--- config.mk ---
export PLATFORM = sky130hd
export DESIGN_NAME = router_top
export DESIGN_NICKNAME = d
export VERILOG_FILES = /design/src/source/noc_pkg.sv /design/src/source/router_pkg.sv /design/src/source/input_fifo.sv /design/src/source/output_port.sv /design/src/source/route_compute.sv /design/src/source/router_top.sv /design/src/source/switch_alloc.sv
export SDC_FILE = /design/constraint.sdc
export NUM_CORES = 1
export LEC_CHECK = 0
export CORE_MARGIN = 4
export CORE_UTILIZATION = 50
export DETAILED_ROUTE_END_ITERATION = 10
export DONT_BUFFER_PORTS = 1
export RECOVER_POWER = 25
export SLEW_MARGIN = 20
export SYNTH_ARGS = -nofsm -noshare
export SYNTH_HDL_FRONTEND = slang
export SYNTH_SLANG_ARGS = --single-unit
--- constraint.sdc ---
create_clock -name clk -period 9.71 [get_ports clk]
set_input_delay 0 -clock clk [delete_from_list [all_inputs] [get_ports clk]]
set_output_delay 0 -clock clk [all_outputs]
set_load 0.1 [all_outputs]
--- src/source/noc_pkg.sv ---
`default_nettype none

package noc_pkg;

   //////////////////////////////
   // mesh geometry
   //////////////////////////////

   // 4x4 mesh, x grows east and y grows south
   localparam int mesh_x_nodes = 4;
   localparam int mesh_y_nodes = 4;

   // one coordinate wide enough for the larger axis
   localparam int coord_width =
      $clog2((mesh_x_nodes > mesh_y_nodes) ? mesh_x_nodes : mesh_y_nodes);

   // node coordinate
   typedef logic [coord_width-1:0] coord_t;

   //////////////////////////////
   // flit format
   //////////////////////////////

   // payload tag, passed through untouched
   typedef logic [3:0] tag_t;

   // single-flit packet, 8 bits
   // [7:4] tag, [3:2] dest_x, [1:0] dest_y
   typedef struct packed {
      tag_t   tag;
      coord_t dest_x;
      coord_t dest_y;
   } flit_t;

   // input buffer slots per port
   // also the starting credit count on every link
   localparam int buffer_depth = 4;

endpackage : noc_pkg

`default_nettype wire

--- src/source/router_pkg.sv ---
`default_nettype none

package router_pkg;

   import noc_pkg::*;

   //////////////////////////////
   // port naming
   //////////////////////////////

   // router port ids, also index every per-port array
   typedef enum logic [2:0] {
      port_local = 3'd0,
      port_east  = 3'd1,
      port_west  = 3'd2,
      port_south = 3'd3,
      port_north = 3'd4
   } port_t;

   // local plus four mesh neighbours
   localparam int num_ports = 5;

   // one bit per port, indexed by port_t
   // used for one-hot requests and grants
   typedef logic [num_ports-1:0] port_vec_t;

   //////////////////////////////
   // flow control
   //////////////////////////////

   // credit count, 0 .. buffer_depth inclusive
   typedef logic [$clog2(buffer_depth+1)-1:0] credit_t;

endpackage : router_pkg

`default_nettype wire

--- src/source/input_fifo.sv ---
`timescale 1ns/1ns
`default_nettype none

module input_fifo import noc_pkg::*, router_pkg::*; (
   input  wire logic  clk,
   input  wire logic  rst_n,
   input  wire flit_t in_flit,
   input  wire logic  in_valid,
   input  wire logic  pop,
   output flit_t      head_flit,
   output logic       head_valid,
   output logic       credit_ret
);

   // slot index into the ring
   typedef logic [$clog2(buffer_depth)-1:0] ptr_t;

   flit_t   mem [buffer_depth];
   ptr_t    wr_ptr;
   ptr_t    rd_ptr;
   credit_t count;   // occupied slots
   logic    rd;

   // pop only counts when there is a head to take
   assign rd = pop & head_valid;

   // head is always the oldest entry
   assign head_flit  = mem[rd_ptr];
   assign head_valid = (count != '0);

   // storage, no reset on payload
   always_ff @(posedge clk) begin
      if (in_valid) begin
         mem[wr_ptr] <= in_flit;
      end
   end

   //////////////////////////////
   // pointers, count, credit
   //////////////////////////////
   always_ff @(posedge clk) begin
      if (!rst_n) begin
         wr_ptr     <= '0;
         rd_ptr     <= '0;
         count      <= '0;
         credit_ret <= 1'b0;
      end else begin
         // explicit wrap so any depth works
         if (in_valid) begin
            wr_ptr <= (wr_ptr == ptr_t'(buffer_depth-1)) ? '0 : wr_ptr + 1'b1;
         end
         if (rd) begin
            rd_ptr <= (rd_ptr == ptr_t'(buffer_depth-1)) ? '0 : rd_ptr + 1'b1;
         end
         // write and read together leave count alone
         case ({in_valid, rd})
            2'b10:   count <= count + 1'b1;
            2'b01:   count <= count - 1'b1;
            default: count <= count;
         endcase
         // freed slot goes back upstream next cycle
         credit_ret <= rd;
      end
   end

endmodule : input_fifo

`default_nettype wire

--- src/source/output_port.sv ---
`timescale 1ns/1ns
`default_nettype none

module output_port import noc_pkg::*, router_pkg::*; (
   input  wire logic  clk,
   input  wire logic  rst_n,
   input  wire logic  send,
   input  wire flit_t flit_in,
   input  wire logic  out_credit,
   output logic       has_credit,
   output flit_t      out_flit,
   output logic       out_valid
);

   // free slots left in the downstream fifo
   credit_t credits;

   // allocator may only pick this output with a credit in hand
   assign has_credit = (credits != '0);

   //////////////////////////////
   // output register
   //////////////////////////////
   always_ff @(posedge clk) begin
      if (!rst_n) begin
         out_valid <= 1'b0;
      end else begin
         // one-cycle valid per flit sent
         out_valid <= send;
      end
   end

   // flit payload, held between sends
   always_ff @(posedge clk) begin
      if (send) begin
         out_flit <= flit_in;
      end
   end

   //////////////////////////////
   // credit counter
   //////////////////////////////
   always_ff @(posedge clk) begin
      if (!rst_n) begin
         // downstream starts empty
         credits <= credit_t'(buffer_depth);
      end else begin
         case ({send, out_credit})
            2'b10:   credits <= credits - 1'b1;
            2'b01:   credits <= credits + 1'b1;
            // spend and return together cancel
            default: credits <= credits;
         endcase
      end
   end

endmodule : output_port

`default_nettype wire

--- src/source/route_compute.sv ---
`timescale 1ns/1ns
`default_nettype none

module route_compute import noc_pkg::*, router_pkg::*; #(
   parameter coord_t node_x = 2'd1,
   parameter coord_t node_y = 2'd0
) (
   input  wire logic  clk,
   input  wire logic  rst_n,
   input  wire flit_t head_flit,
   input  wire logic  head_valid,
   input  wire logic  grant,
   output logic       pop,
   output flit_t      flit,
   output port_vec_t  req
);

   logic      valid_q;
   port_vec_t next_req;

   // xy order: settle x first, then y, then eject locally
   function automatic port_vec_t xy_route(input flit_t f);
      port_vec_t r;
      r = '0;
      if (f.dest_x > node_x)      r[port_east]  = 1'b1;
      else if (f.dest_x < node_x) r[port_west]  = 1'b1;
      else if (f.dest_y > node_y) r[port_south] = 1'b1;
      else if (f.dest_y < node_y) r[port_north] = 1'b1;
      else                        r[port_local] = 1'b1;
      return r;
   endfunction

   assign next_req = xy_route(head_flit);

   // take the fifo head when empty or leaving this cycle
   assign pop = head_valid & (~valid_q | grant);

   //////////////////////////////
   // route register
   //////////////////////////////
   always_ff @(posedge clk) begin
      if (!rst_n) begin
         valid_q <= 1'b0;
         req     <= '0;
      end else if (!valid_q || grant) begin
         valid_q <= head_valid;
         // req drops to zero when nothing loads
         req     <= head_valid ? next_req : '0;
      end
   end

   // payload, no reset
   always_ff @(posedge clk) begin
      if (pop) begin
         flit <= head_flit;
      end
   end

endmodule : route_compute

`default_nettype wire

--- src/source/router_top.sv ---
`timescale 1ns/1ns
`default_nettype none

module router_top import noc_pkg::*, router_pkg::*; #(
   parameter coord_t node_x = 2'd1,
   parameter coord_t node_y = 2'd0
) (
   input  wire logic      clk,
   input  wire logic      rst_n,
   // upstream side, per input port
   input  wire flit_t     in_flit [num_ports],
   input  wire port_vec_t in_valid,
   output wire port_vec_t in_credit,
   // downstream side, per output port
   output wire flit_t     out_flit [num_ports],
   output wire port_vec_t out_valid,
   input  wire port_vec_t out_credit
);

   // fifo to route stage
   wire flit_t     head_flit [num_ports];
   wire port_vec_t head_valid;
   wire port_vec_t pop;
   // route stage to allocator
   wire flit_t     route_flit [num_ports];
   wire port_vec_t route_req [num_ports];
   wire port_vec_t grant;
   // allocator to outputs
   wire flit_t     xbar_flit [num_ports];
   wire port_vec_t send;
   wire port_vec_t has_credit;

   //////////////////////////////
   // per-port pipeline
   //////////////////////////////
   for (genvar p = 0; p < num_ports; p++) begin : g_port
      // stage 1, input buffer
      input_fifo u_fifo (
         .clk        (clk),
         .rst_n      (rst_n),
         .in_flit    (in_flit[p]),
         .in_valid   (in_valid[p]),
         .pop        (pop[p]),
         .head_flit  (head_flit[p]),
         .head_valid (head_valid[p]),
         .credit_ret (in_credit[p])
      );

      // stage 2, xy decision against this node
      route_compute #(.node_x(node_x), .node_y(node_y)) u_route (
         .clk        (clk),
         .rst_n      (rst_n),
         .head_flit  (head_flit[p]),
         .head_valid (head_valid[p]),
         .grant      (grant[p]),
         .pop        (pop[p]),
         .flit       (route_flit[p]),
         .req        (route_req[p])
      );

      // stage 3, output register and link credits
      output_port u_out (
         .clk        (clk),
         .rst_n      (rst_n),
         .send       (send[p]),
         .flit_in    (xbar_flit[p]),
         .out_credit (out_credit[p]),
         .has_credit (has_credit[p]),
         .out_flit   (out_flit[p]),
         .out_valid  (out_valid[p])
      );
   end

   // shared allocator and crossbar
   switch_alloc u_alloc (
      .clk        (clk),
      .rst_n      (rst_n),
      .req        (route_req),
      .flit_in    (route_flit),
      .has_credit (has_credit),
      .grant      (grant),
      .send       (send),
      .flit_out   (xbar_flit)
   );

endmodule : router_top

`default_nettype wire

--- src/source/switch_alloc.sv ---
`timescale 1ns/1ns
`default_nettype none

module switch_alloc import noc_pkg::*, router_pkg::*; (
   input  wire logic      clk,
   input  wire logic      rst_n,
   input  wire port_vec_t req [num_ports],      // per input, one-hot output
   input  wire flit_t     flit_in [num_ports],  // per input
   input  wire port_vec_t has_credit,           // per output
   output port_vec_t      grant,                // per input
   output port_vec_t      send,                 // per output
   output flit_t          flit_out [num_ports]  // per output
);

   // round-robin start point, one per output
   port_t ptr [num_ports];
   // winning input, one per output
   port_t win [num_ports];

   //////////////////////////////
   // per-output arbitration
   //////////////////////////////
   always_comb begin
      int idx;
      idx = 0;
      for (int o = 0; o < num_ports; o++) begin
         send[o] = 1'b0;
         win[o]  = port_local;
         // scan inputs from the pointer onward, wrap mod 5
         for (int k = 0; k < num_ports; k++) begin
            idx = (int'(ptr[o]) + k) % num_ports;
            // first requester wins, only if downstream has room
            if (!send[o] && has_credit[o] && req[idx][o]) begin
               send[o] = 1'b1;
               win[o]  = port_t'(idx);
            end
         end
      end
   end

   // each input asks for one output, so at most one grant per input
   always_comb begin
      grant = '0;
      for (int o = 0; o < num_ports; o++) begin
         if (send[o]) begin
            grant[win[o]] = 1'b1;
         end
      end
   end

   //////////////////////////////
   // crossbar
   //////////////////////////////
   always_comb begin
      for (int o = 0; o < num_ports; o++) begin
         // output register only loads when send is high
         flit_out[o] = flit_in[win[o]];
      end
   end

   // priority moves just past the last winner
   always_ff @(posedge clk) begin
      if (!rst_n) begin
         for (int o = 0; o < num_ports; o++) begin
            ptr[o] <= port_local;
         end
      end else begin
         for (int o = 0; o < num_ports; o++) begin
            if (send[o]) begin
               ptr[o] <= port_t'((int'(win[o]) + 1) % num_ports);
            end
         end
      end
   end

endmodule : switch_alloc

`default_nettype wire
==> out/results.tsv, run 1 <==
metric	value	unit
status	finished, final reports clean	
cpMostUsedCell	ha_1	
placementRows	75	
cpPeakStageDelay	0.68	ns
syn_area_per_cell	10.47	µm²
synthSimpleGateAreaFrac	14.97	%
grt_start_max_net_pins	52	
start_util	50.62	%
synth_cells	2029	
post-route-period-util	82.19	%
postRouteAntennaNets	0	
hold_class	primary input to register	
clk_latency	0.52	ns
pin_count	102	
wl	52130	µm
clkSinkCount	335	
grt_setup_unrepaired	no	
final_hold_viol_count	0	
port_buffers	0	
cts-resized-gates	0	
netlist-cell-type-count	112	
critPathRequiredTime	10.15	ns
routedWlPerCell	20.22	µm
yosysWarnings	0	
worstPathCellList	clkinv_1 -> ha_1 -> inv_1 -> ha_1 -> or3_1 -> nand2_1 -> xnor2_1 -> ha_1 -> a221oi_1 -> a21oi_1 -> mux2i_1 -> o311a_1 -> o21ai_1 -> mux2i_1 -> o21a_1 -> inv_1 -> a211o_1 -> and2_1 -> ha_1 -> inv_1 -> fa_1 -> xor2_1 -> or3_1 -> a21oi_1	
slew-limit-headroom	28.29	%
grt_first_pass_wirelength	83240	µm
final_cells	2578	
drt_iter0_markers	1167	
synth_fa_ha_area_share	8.073	%
syn_to_final_growth	8.432	%
vias	15630	
ys_seq_elements	335	
die_y	214.1	µm
tightest_slew	1.073	ns
viasPerCell	6.061	
cts_root_buf	clkbuf_16	
synth_top_area_share	34.51	%
cp_slowest_cell	edfxtp_1	
htreeDepth	2	
path_class	register to register	
fin_crit	7.981	ns
clk_pin_slew	0.06	ns
cts_buffer_depth	3	
grt_use_total	22.22	%
tns	0	ns
cts-buffers-inserted	35	
synth_mux_area_share	10.52	%
synth-edff-count	244	
antenna_found_initial	0	
multi_input_area	11030	µm²
synth_top_family_by_area	compound AO/OA/AOI/OAI gates	
seqCellArea	9149	µm²
hpwl	38350	µm
synthXorXnorAreaFrac	2.251	%
die_w	214.1	µm
cap_violations	0	
gp_congestion	0.8998	
ys_dominant_reg_cell	edfxtp_1	
core	41950	µm²
cts_tree	built	
die_area	45830	µm²
dp.cells	2461	
drive_gt1_share	8.386	%
maxSlewViolCount	0	
synth_area	21230	µm²
grt_pass1_vias	14990	
fmax	125.3	MHz
gr-total-overflow	0	
path_max_fanout	21	
synth_compound_area_share	15.86	%
drc_errors	0	
end_kind	register	
yosysTopAreaCell	edfxtp_1	
crit_arrival	8.42	ns
fin_skew	0.01680	ns
fin_nets	2195	
post_cts_buffers	0	
cp-start-kind	register	
synth.top_cells.by_area	edfxtp_1 (35%), dfxtp_1 (8.6%), ha_1 (7.1%), mux2i_1 (5.5%), mux4_2 (4.6%)	
async_reset_ff_share	0	%
firstDrtPassIters	5	
fillCellCount	3595	
ys_seq_area_share	43.09	%
antenna_cells	0	
final-setup-viol-count	0	
[final timing paths]
check	startpoint	endpoint	slack (ns)	depth (start not counted)
min reg2reg	g_port[3].u_fifo.rd_ptr[1]	g_port[3].u_fifo.rd_ptr[1]	0.49	2
max reg2reg	u_alloc.ptr[1][1]	g_port[3].u_fifo.count[2]	1.73	24
min	in_flit[25]	g_port[1].u_fifo.mem[2][1]	0.18	1
max	u_alloc.ptr[1][1]	g_port[3].u_fifo.count[2]	1.73	24
[layer usage]
| metal | part of all wire, % | track usage (%) | up-vias |
|---|---|---|---|
| met1 | 44 | 30.41 | 7595 |
| met2 | 48 | 37.37 | 388 |
| met4 | 2.6 | 5.684 | 0 |
| met3 | 5.1 | 3.443 | 74 |
| li1 | - | - | 7569 |
| met5 | 0 | 0 | - |
[flip-flops by register name, summed over array words and instances (netlist names), named ones only]
| register | cells |
|---|---|
| g_port.u_fifo.count | 15 |
| g_port.u_route.flit | 40 |
| g_port.u_out.out_flit | 32 |
| u_alloc.ptr | 12 |
| g_port.u_route.req | 20 |
| g_port.u_fifo.wr_ptr | 10 |
| g_port.u_fifo.rd_ptr | 10 |
| g_port.u_fifo.mem | 160 |
| g_port.u_fifo.credit_ret | 5 |
| g_port.u_route.valid_q | 5 |
| g_port.u_out.out_valid | 4 |
| g_port.u_out.credits | 12 |
[through the flow]
| step | utilization, % | worst slack (ns) | hold slack, ns | area, µm² |
|---|---|---|---|---|
| 2_1_floorplan | - | 2.715 | 0.09887 | 21260 |
| 4_1_cts | 54.86 | 1.600 | 0.1545 | 23010 |
| 5_1_grt | 54.89 | 1.043 | 0.1753 | 23020 |
| 3_3_place_gp | 51.07 | 1.834 | 0.08185 | 21420 |
| 6_report | 54.89 | 1.729 | 0.1814 | 23020 |
| 3_5_place_dp | 51.07 | 1.639 | 0.08240 | 21420 |
[timing repair]
action / CTS / global route
hold buffers: 53 / 0
setup endpoints to repair: 0 / 0
hold endpoints to repair: 393 / 0
[layout make-up]
| type | count | area share [%] |
|---|---|---|
| clock buffers | 48 | 4.146 |
| clock inverters | 16 | 0.4239 |
| inverters | 126 | 2.054 |
| multi-input cells | 1447 | 47.91 |
| flip-flops and latches | 335 | 39.73 |
| well taps | 539 | 2.929 |
| repair buffers | 67 | 2.804 |
[cells in the final DEF, fill, tap and decap left out, types with 32 or more instances in the layout]
| cell | synthesis | final |
|---|---|---|
| edfxtp_1 | 244 | 244 |
| nand2_1 | 143 | 143 |
| nor2_1 | 139 | 139 |
| ha_1 | 121 | 121 |
| mux2i_1 | 117 | 116 |
| inv_1 | 115 | 115 |
| a21oi_1 | 107 | 107 |
| dfxtp_1 | 91 | 91 |
| o21ai_0 | 67 | 67 |
| nand3_1 | 53 | 53 |
| dlygate4sd3_1 | 0 | 52 |
| nor3_1 | 46 | 46 |
| mux4_2 | 43 | 43 |
| clkbuf_16 | 0 | 35 |
| nor2b_1 | 32 | 32 |
| and3_1 | 32 | 32 |
[synth_stat cells, drive strengths merged (43+ instances only)]
library cell and instances:
buf 75, nor3 48, clkbuf 54, dfxtp 91, o21ai 77, nand3 53
mux4 43, a21oi 111, ha 121, nand2 143, inv 123, nor2 139
mux2i 117, edfxtp 244
[cells by family (layout without fill, tap and decap cells)]
family	Yosys count	after routing
flip-flops	335	335
XOR/XNOR	52	52
AO/OA/AOI/OAI	467	467
AND/OR/NAND/NOR	620	620
multiplexers	168	168
other	1	9
adder cells (fa/ha/maj)	131	131
buffers and inverters	255	257
[worst max-delay path: cells and delay by family, from the launching register on]
kind	cells	cell delay [ns]
buf+inv	4	1.34
flops	1	0.68
compound gates	7	2.21
simple gates	4	1.02
mux	2	0.35
xor+xnor	2	0.44
fa+ha+maj	5	1.82
Power of run 1 is not shown: default switching activity piles up to over one toggle a cycle in this logic, so the estimate is an artifact.
==> run 2: changes to the inputs <==
- ABC_AREA: default -> 1
- clock period: 9.71 -> 8.35 ns (I/O delays scaled with it)
==> run 2 against run 1 <==
Clock skew down 0.0028 ns; worst setup slack better by 0.20 ns; via count up 0.20%; global-route usage up 0.34 points; highest routed layer unchanged.
==> out/results.tsv, run 2 <==
metric	value	unit	change
tns	0	ns	unchanged
cp_num_buf_inv	5		was 4
pin_count	102		unchanged
viasPerCell	5.340		was 6.061
antenna_cells	0		unchanged
fin_skew	0.01396	ns	was 0.01680 ns
hold_path_end	g_port[4].u_fifo.mem[3][4]		was g_port[1].u_fifo.mem[2][1]
fin_crit	6.416	ns	was 7.981 ns
final_util	56.25	%	was 54.89%
clk_latency	0.54	ns	was 0.52 ns
die_area	42750	µm²	was 45830 µm²
post-route-period-util	76.84	%	was 82.19%
cts_tree	built		unchanged
final_cells	2932		was 2578
yosysWarnings	0		unchanged
antenna_found_initial	0		unchanged
core	38830	µm²	was 41950 µm²
clk_pin_slew	0.06	ns	about the same
synth_area	19750	µm²	was 21230 µm²
rrSetupSlack	1.93	ns	was 1.73 ns
cts-resized-gates	0		unchanged
cap_violations	0		unchanged
final-setup-viol-count	0		unchanged
placementRows	72		was 75
ys_dominant_reg_cell	edfxtp_1		unchanged
async_reset_ff_share	0	%	unchanged
die_y	206.8	µm	was 214.1 µm
rr_worst_depth	34		was 24
final_hold_viol_count	0		unchanged
critPathRequiredTime	8.78	ns	was 10.15 ns
gp_congestion	0.9324		was 0.8998
drive_gt1_share	7.084	%	was 8.386%
syn_to_final_growth	10.55	%	was 8.432%
clkSinkCount	335		unchanged
drc_errors	0		unchanged
cp-start-kind	register		unchanged
grt_use_total	22.56	%	was 22.22%
holdCritStartpoint	in_flit[4]		was in_flit[25]
slew-limit-headroom	32.79	%	was 28.29%
die_w	206.8	µm	was 214.1 µm
hold_depth	1		unchanged
crit_arrival	6.84	ns	was 8.42 ns
ys_seq_area_share	46.31	%	was 43.09%
grt_setup_unrepaired	no		unchanged
cts-buffers-inserted	37		was 35
start_util	50.88	%	was 50.62%
postRouteAntennaNets	0		unchanged
final_common_cell	nand2_1		was edfxtp_1
wl	48700	µm	was 52130 µm
cts_buffer_depth	3		unchanged
port_buffers	0		unchanged
ys_seq_elements	335		unchanged
grt_start_max_net_pins	42		was 52
hold_class	primary input to register		unchanged
rr_startpoint	u_alloc.ptr[1][0]		was u_alloc.ptr[1][1]
synth_cells	2354		was 2029
end_kind	register		unchanged
fin_nets	2569		was 2195
yosysTopAreaCell	edfxtp_1		unchanged
multi_input_area	8974	µm²	was 11030 µm²
final_cell_mix	nand2_1 (507), inv_1 (309), edfxtp_1 (244), nor2_1 (210), nand3_1 (178)		was edfxtp_1 (244), nand2_1 (143), nor2_1 (139), ha_1 (121), mux2i_1 (116)
netlist-cell-type-count	50		was 112
firstDrtPassIters	5		unchanged
tightest_slew	1.010	ns	was 1.073 ns
cpPeakStageDelay	0.76	ns	was 0.68 ns
htreeDepth	2		unchanged
vias	15660		was 15.63k
cpMostUsedCell	nand2_1		was ha_1
synth_top_area_share	37.09	%	was 34.51%
path_max_fanout	16		was 21
dp.cells	2810		was 2461
synth.top_cells.by_area	edfxtp_1 (37%), nand2_1 (9.7%), dfxtp_1 (9.2%), ha_1 (7.7%), inv_1 (5.9%)		was edfxtp_1 (35%), dfxtp_1 (8.6%), ha_1 (7.1%), mux2i_1 (5.5%), mux4_2 (4.6%)
drt_iter0_markers	1074		was 1167
maxSlewViolCount	0		unchanged
syn_area_per_cell	8.392	µm²	was 10.47 µm²
seqCellArea	9149	µm²	unchanged
synth_common_cells	nand2_1 (508), inv_1 (309), edfxtp_1 (244), nor2_1 (210), nand3_1 (178)		was edfxtp_1 (244), nand2_1 (143), nor2_1 (139), ha_1 (121), mux2i_1 (117)
worstReg2RegEnd	g_port[0].u_fifo.count[2]		was g_port[3].u_fifo.count[2]
cts_root_buf	clkbuf_16		unchanged
fmax	155.9	MHz	was 125.3 MHz
largest_reg_flops	160		unchanged
top_regs	g_port.u_fifo.mem (160), g_port.u_route.flit (40), g_port.u_out.out_flit (32)		unchanged
grt_pass1_vias	14670		was 14.99k
critPathTopFamily	simple AND/OR/NAND/NOR gates		was compound AO/OA/AOI/OAI gates
path_class	register to register		unchanged
gr-total-overflow	0		unchanged
hpwl	36420	µm	was 38350 µm
fillCellCount	3463		was 3595
cp_slowest_cell	edfxtp_1		unchanged
grt_first_pass_wirelength	76760	µm	was 83240 µm
status	finished, final reports clean		unchanged
synth-edff-count	244		unchanged
largest_register	g_port.u_fifo.mem		unchanged
synth_most_common_cell	nand2_1		was edfxtp_1
routedWlPerCell	16.61	µm	was 20.22 µm
run 2: cell types whose count changed after synthesis, moves of 32 or more:
cell	previous run	this run
mux2i_1	117	0
nand2_1	143	508
nor2_1	139	210
o21ai_0	67	171
and3_1	32	0
inv_1	115	309
nand3_1	53	178
mux4_2	43	0
nor2b_1	32	0
run 2: per-stage QoR:
stage	hold slack, ns	cell area, µm²	setup slack (ns)
3_3_place_gp	0.09903	20050	2.171
2_1_floorplan	0.09887	19780	3.106
6_report	0.1647	21840	1.934
4_1_cts	0.1322	21840	1.992
5_1_grt	0.1500	21840	1.147
3_5_place_dp	0.09903	20050	2.003
run 2: timing repair:
item                       4_1_cts  5_1_grt
hold buffers                    55        0
buffers inserted                 0        0
hold endpoints to repair       400        0
setup endpoints to repair        0        0
run 2: worst max-delay path by stage:
stage | cells after the start | slack, ns | from | end
after floorplan | 39 | 3.11 | u_alloc.ptr[3][0] | g_port[1].u_fifo.count[2]
after global placement | 37 | 2.17 | u_alloc.ptr[3][0] | g_port[0].u_fifo.count[2]
after detailed placement | 34 | 2.00 | u_alloc.ptr[1][0] | g_port[0].u_fifo.count[2]
after CTS | 34 | 1.99 | u_alloc.ptr[1][0] | g_port[0].u_fifo.count[2]
after global routing | 37 | 1.15 | u_alloc.ptr[3][0] | g_port[0].u_fifo.count[2]
final | 34 | 1.93 | u_alloc.ptr[1][0] | g_port[0].u_fifo.count[2]
run 2: layout make-up:
type | instances | area share, %
repair buffers | 58 | 2.704
well taps | 518 | 2.968
multi-input cells | 1618 | 41.09
clock buffers | 49 | 4.589
clock inverters | 18 | 0.9797
flip-flops and latches | 335 | 41.89
inverters | 336 | 5.775
run 2: cell families after synthesis:
logic type	after synthesis	synth area share [%]
simple gates	1047	23.77
compound gates	409	11.71
buf+inv	409	8.424
flops	335	46.31
fa+ha+maj	131	8.677
xor+xnor	22	1.089
other cells	1	0.01898
run 2: routing by layer:
| metal | part of all wire [%] | track usage, % | up-vias |
|---|---|---|---|
| li1 | - | - | 7935 |
| met1 | 44 | 29.17 | 7313 |
| met2 | 49 | 39.08 | 329 |
| met3 | 5.3 | 4.156 | 80 |
| met4 | 2.5 | 6.280 | 0 |
| met5 | 0 | 0 | - |
Power of run 2 is left out for the same reason.
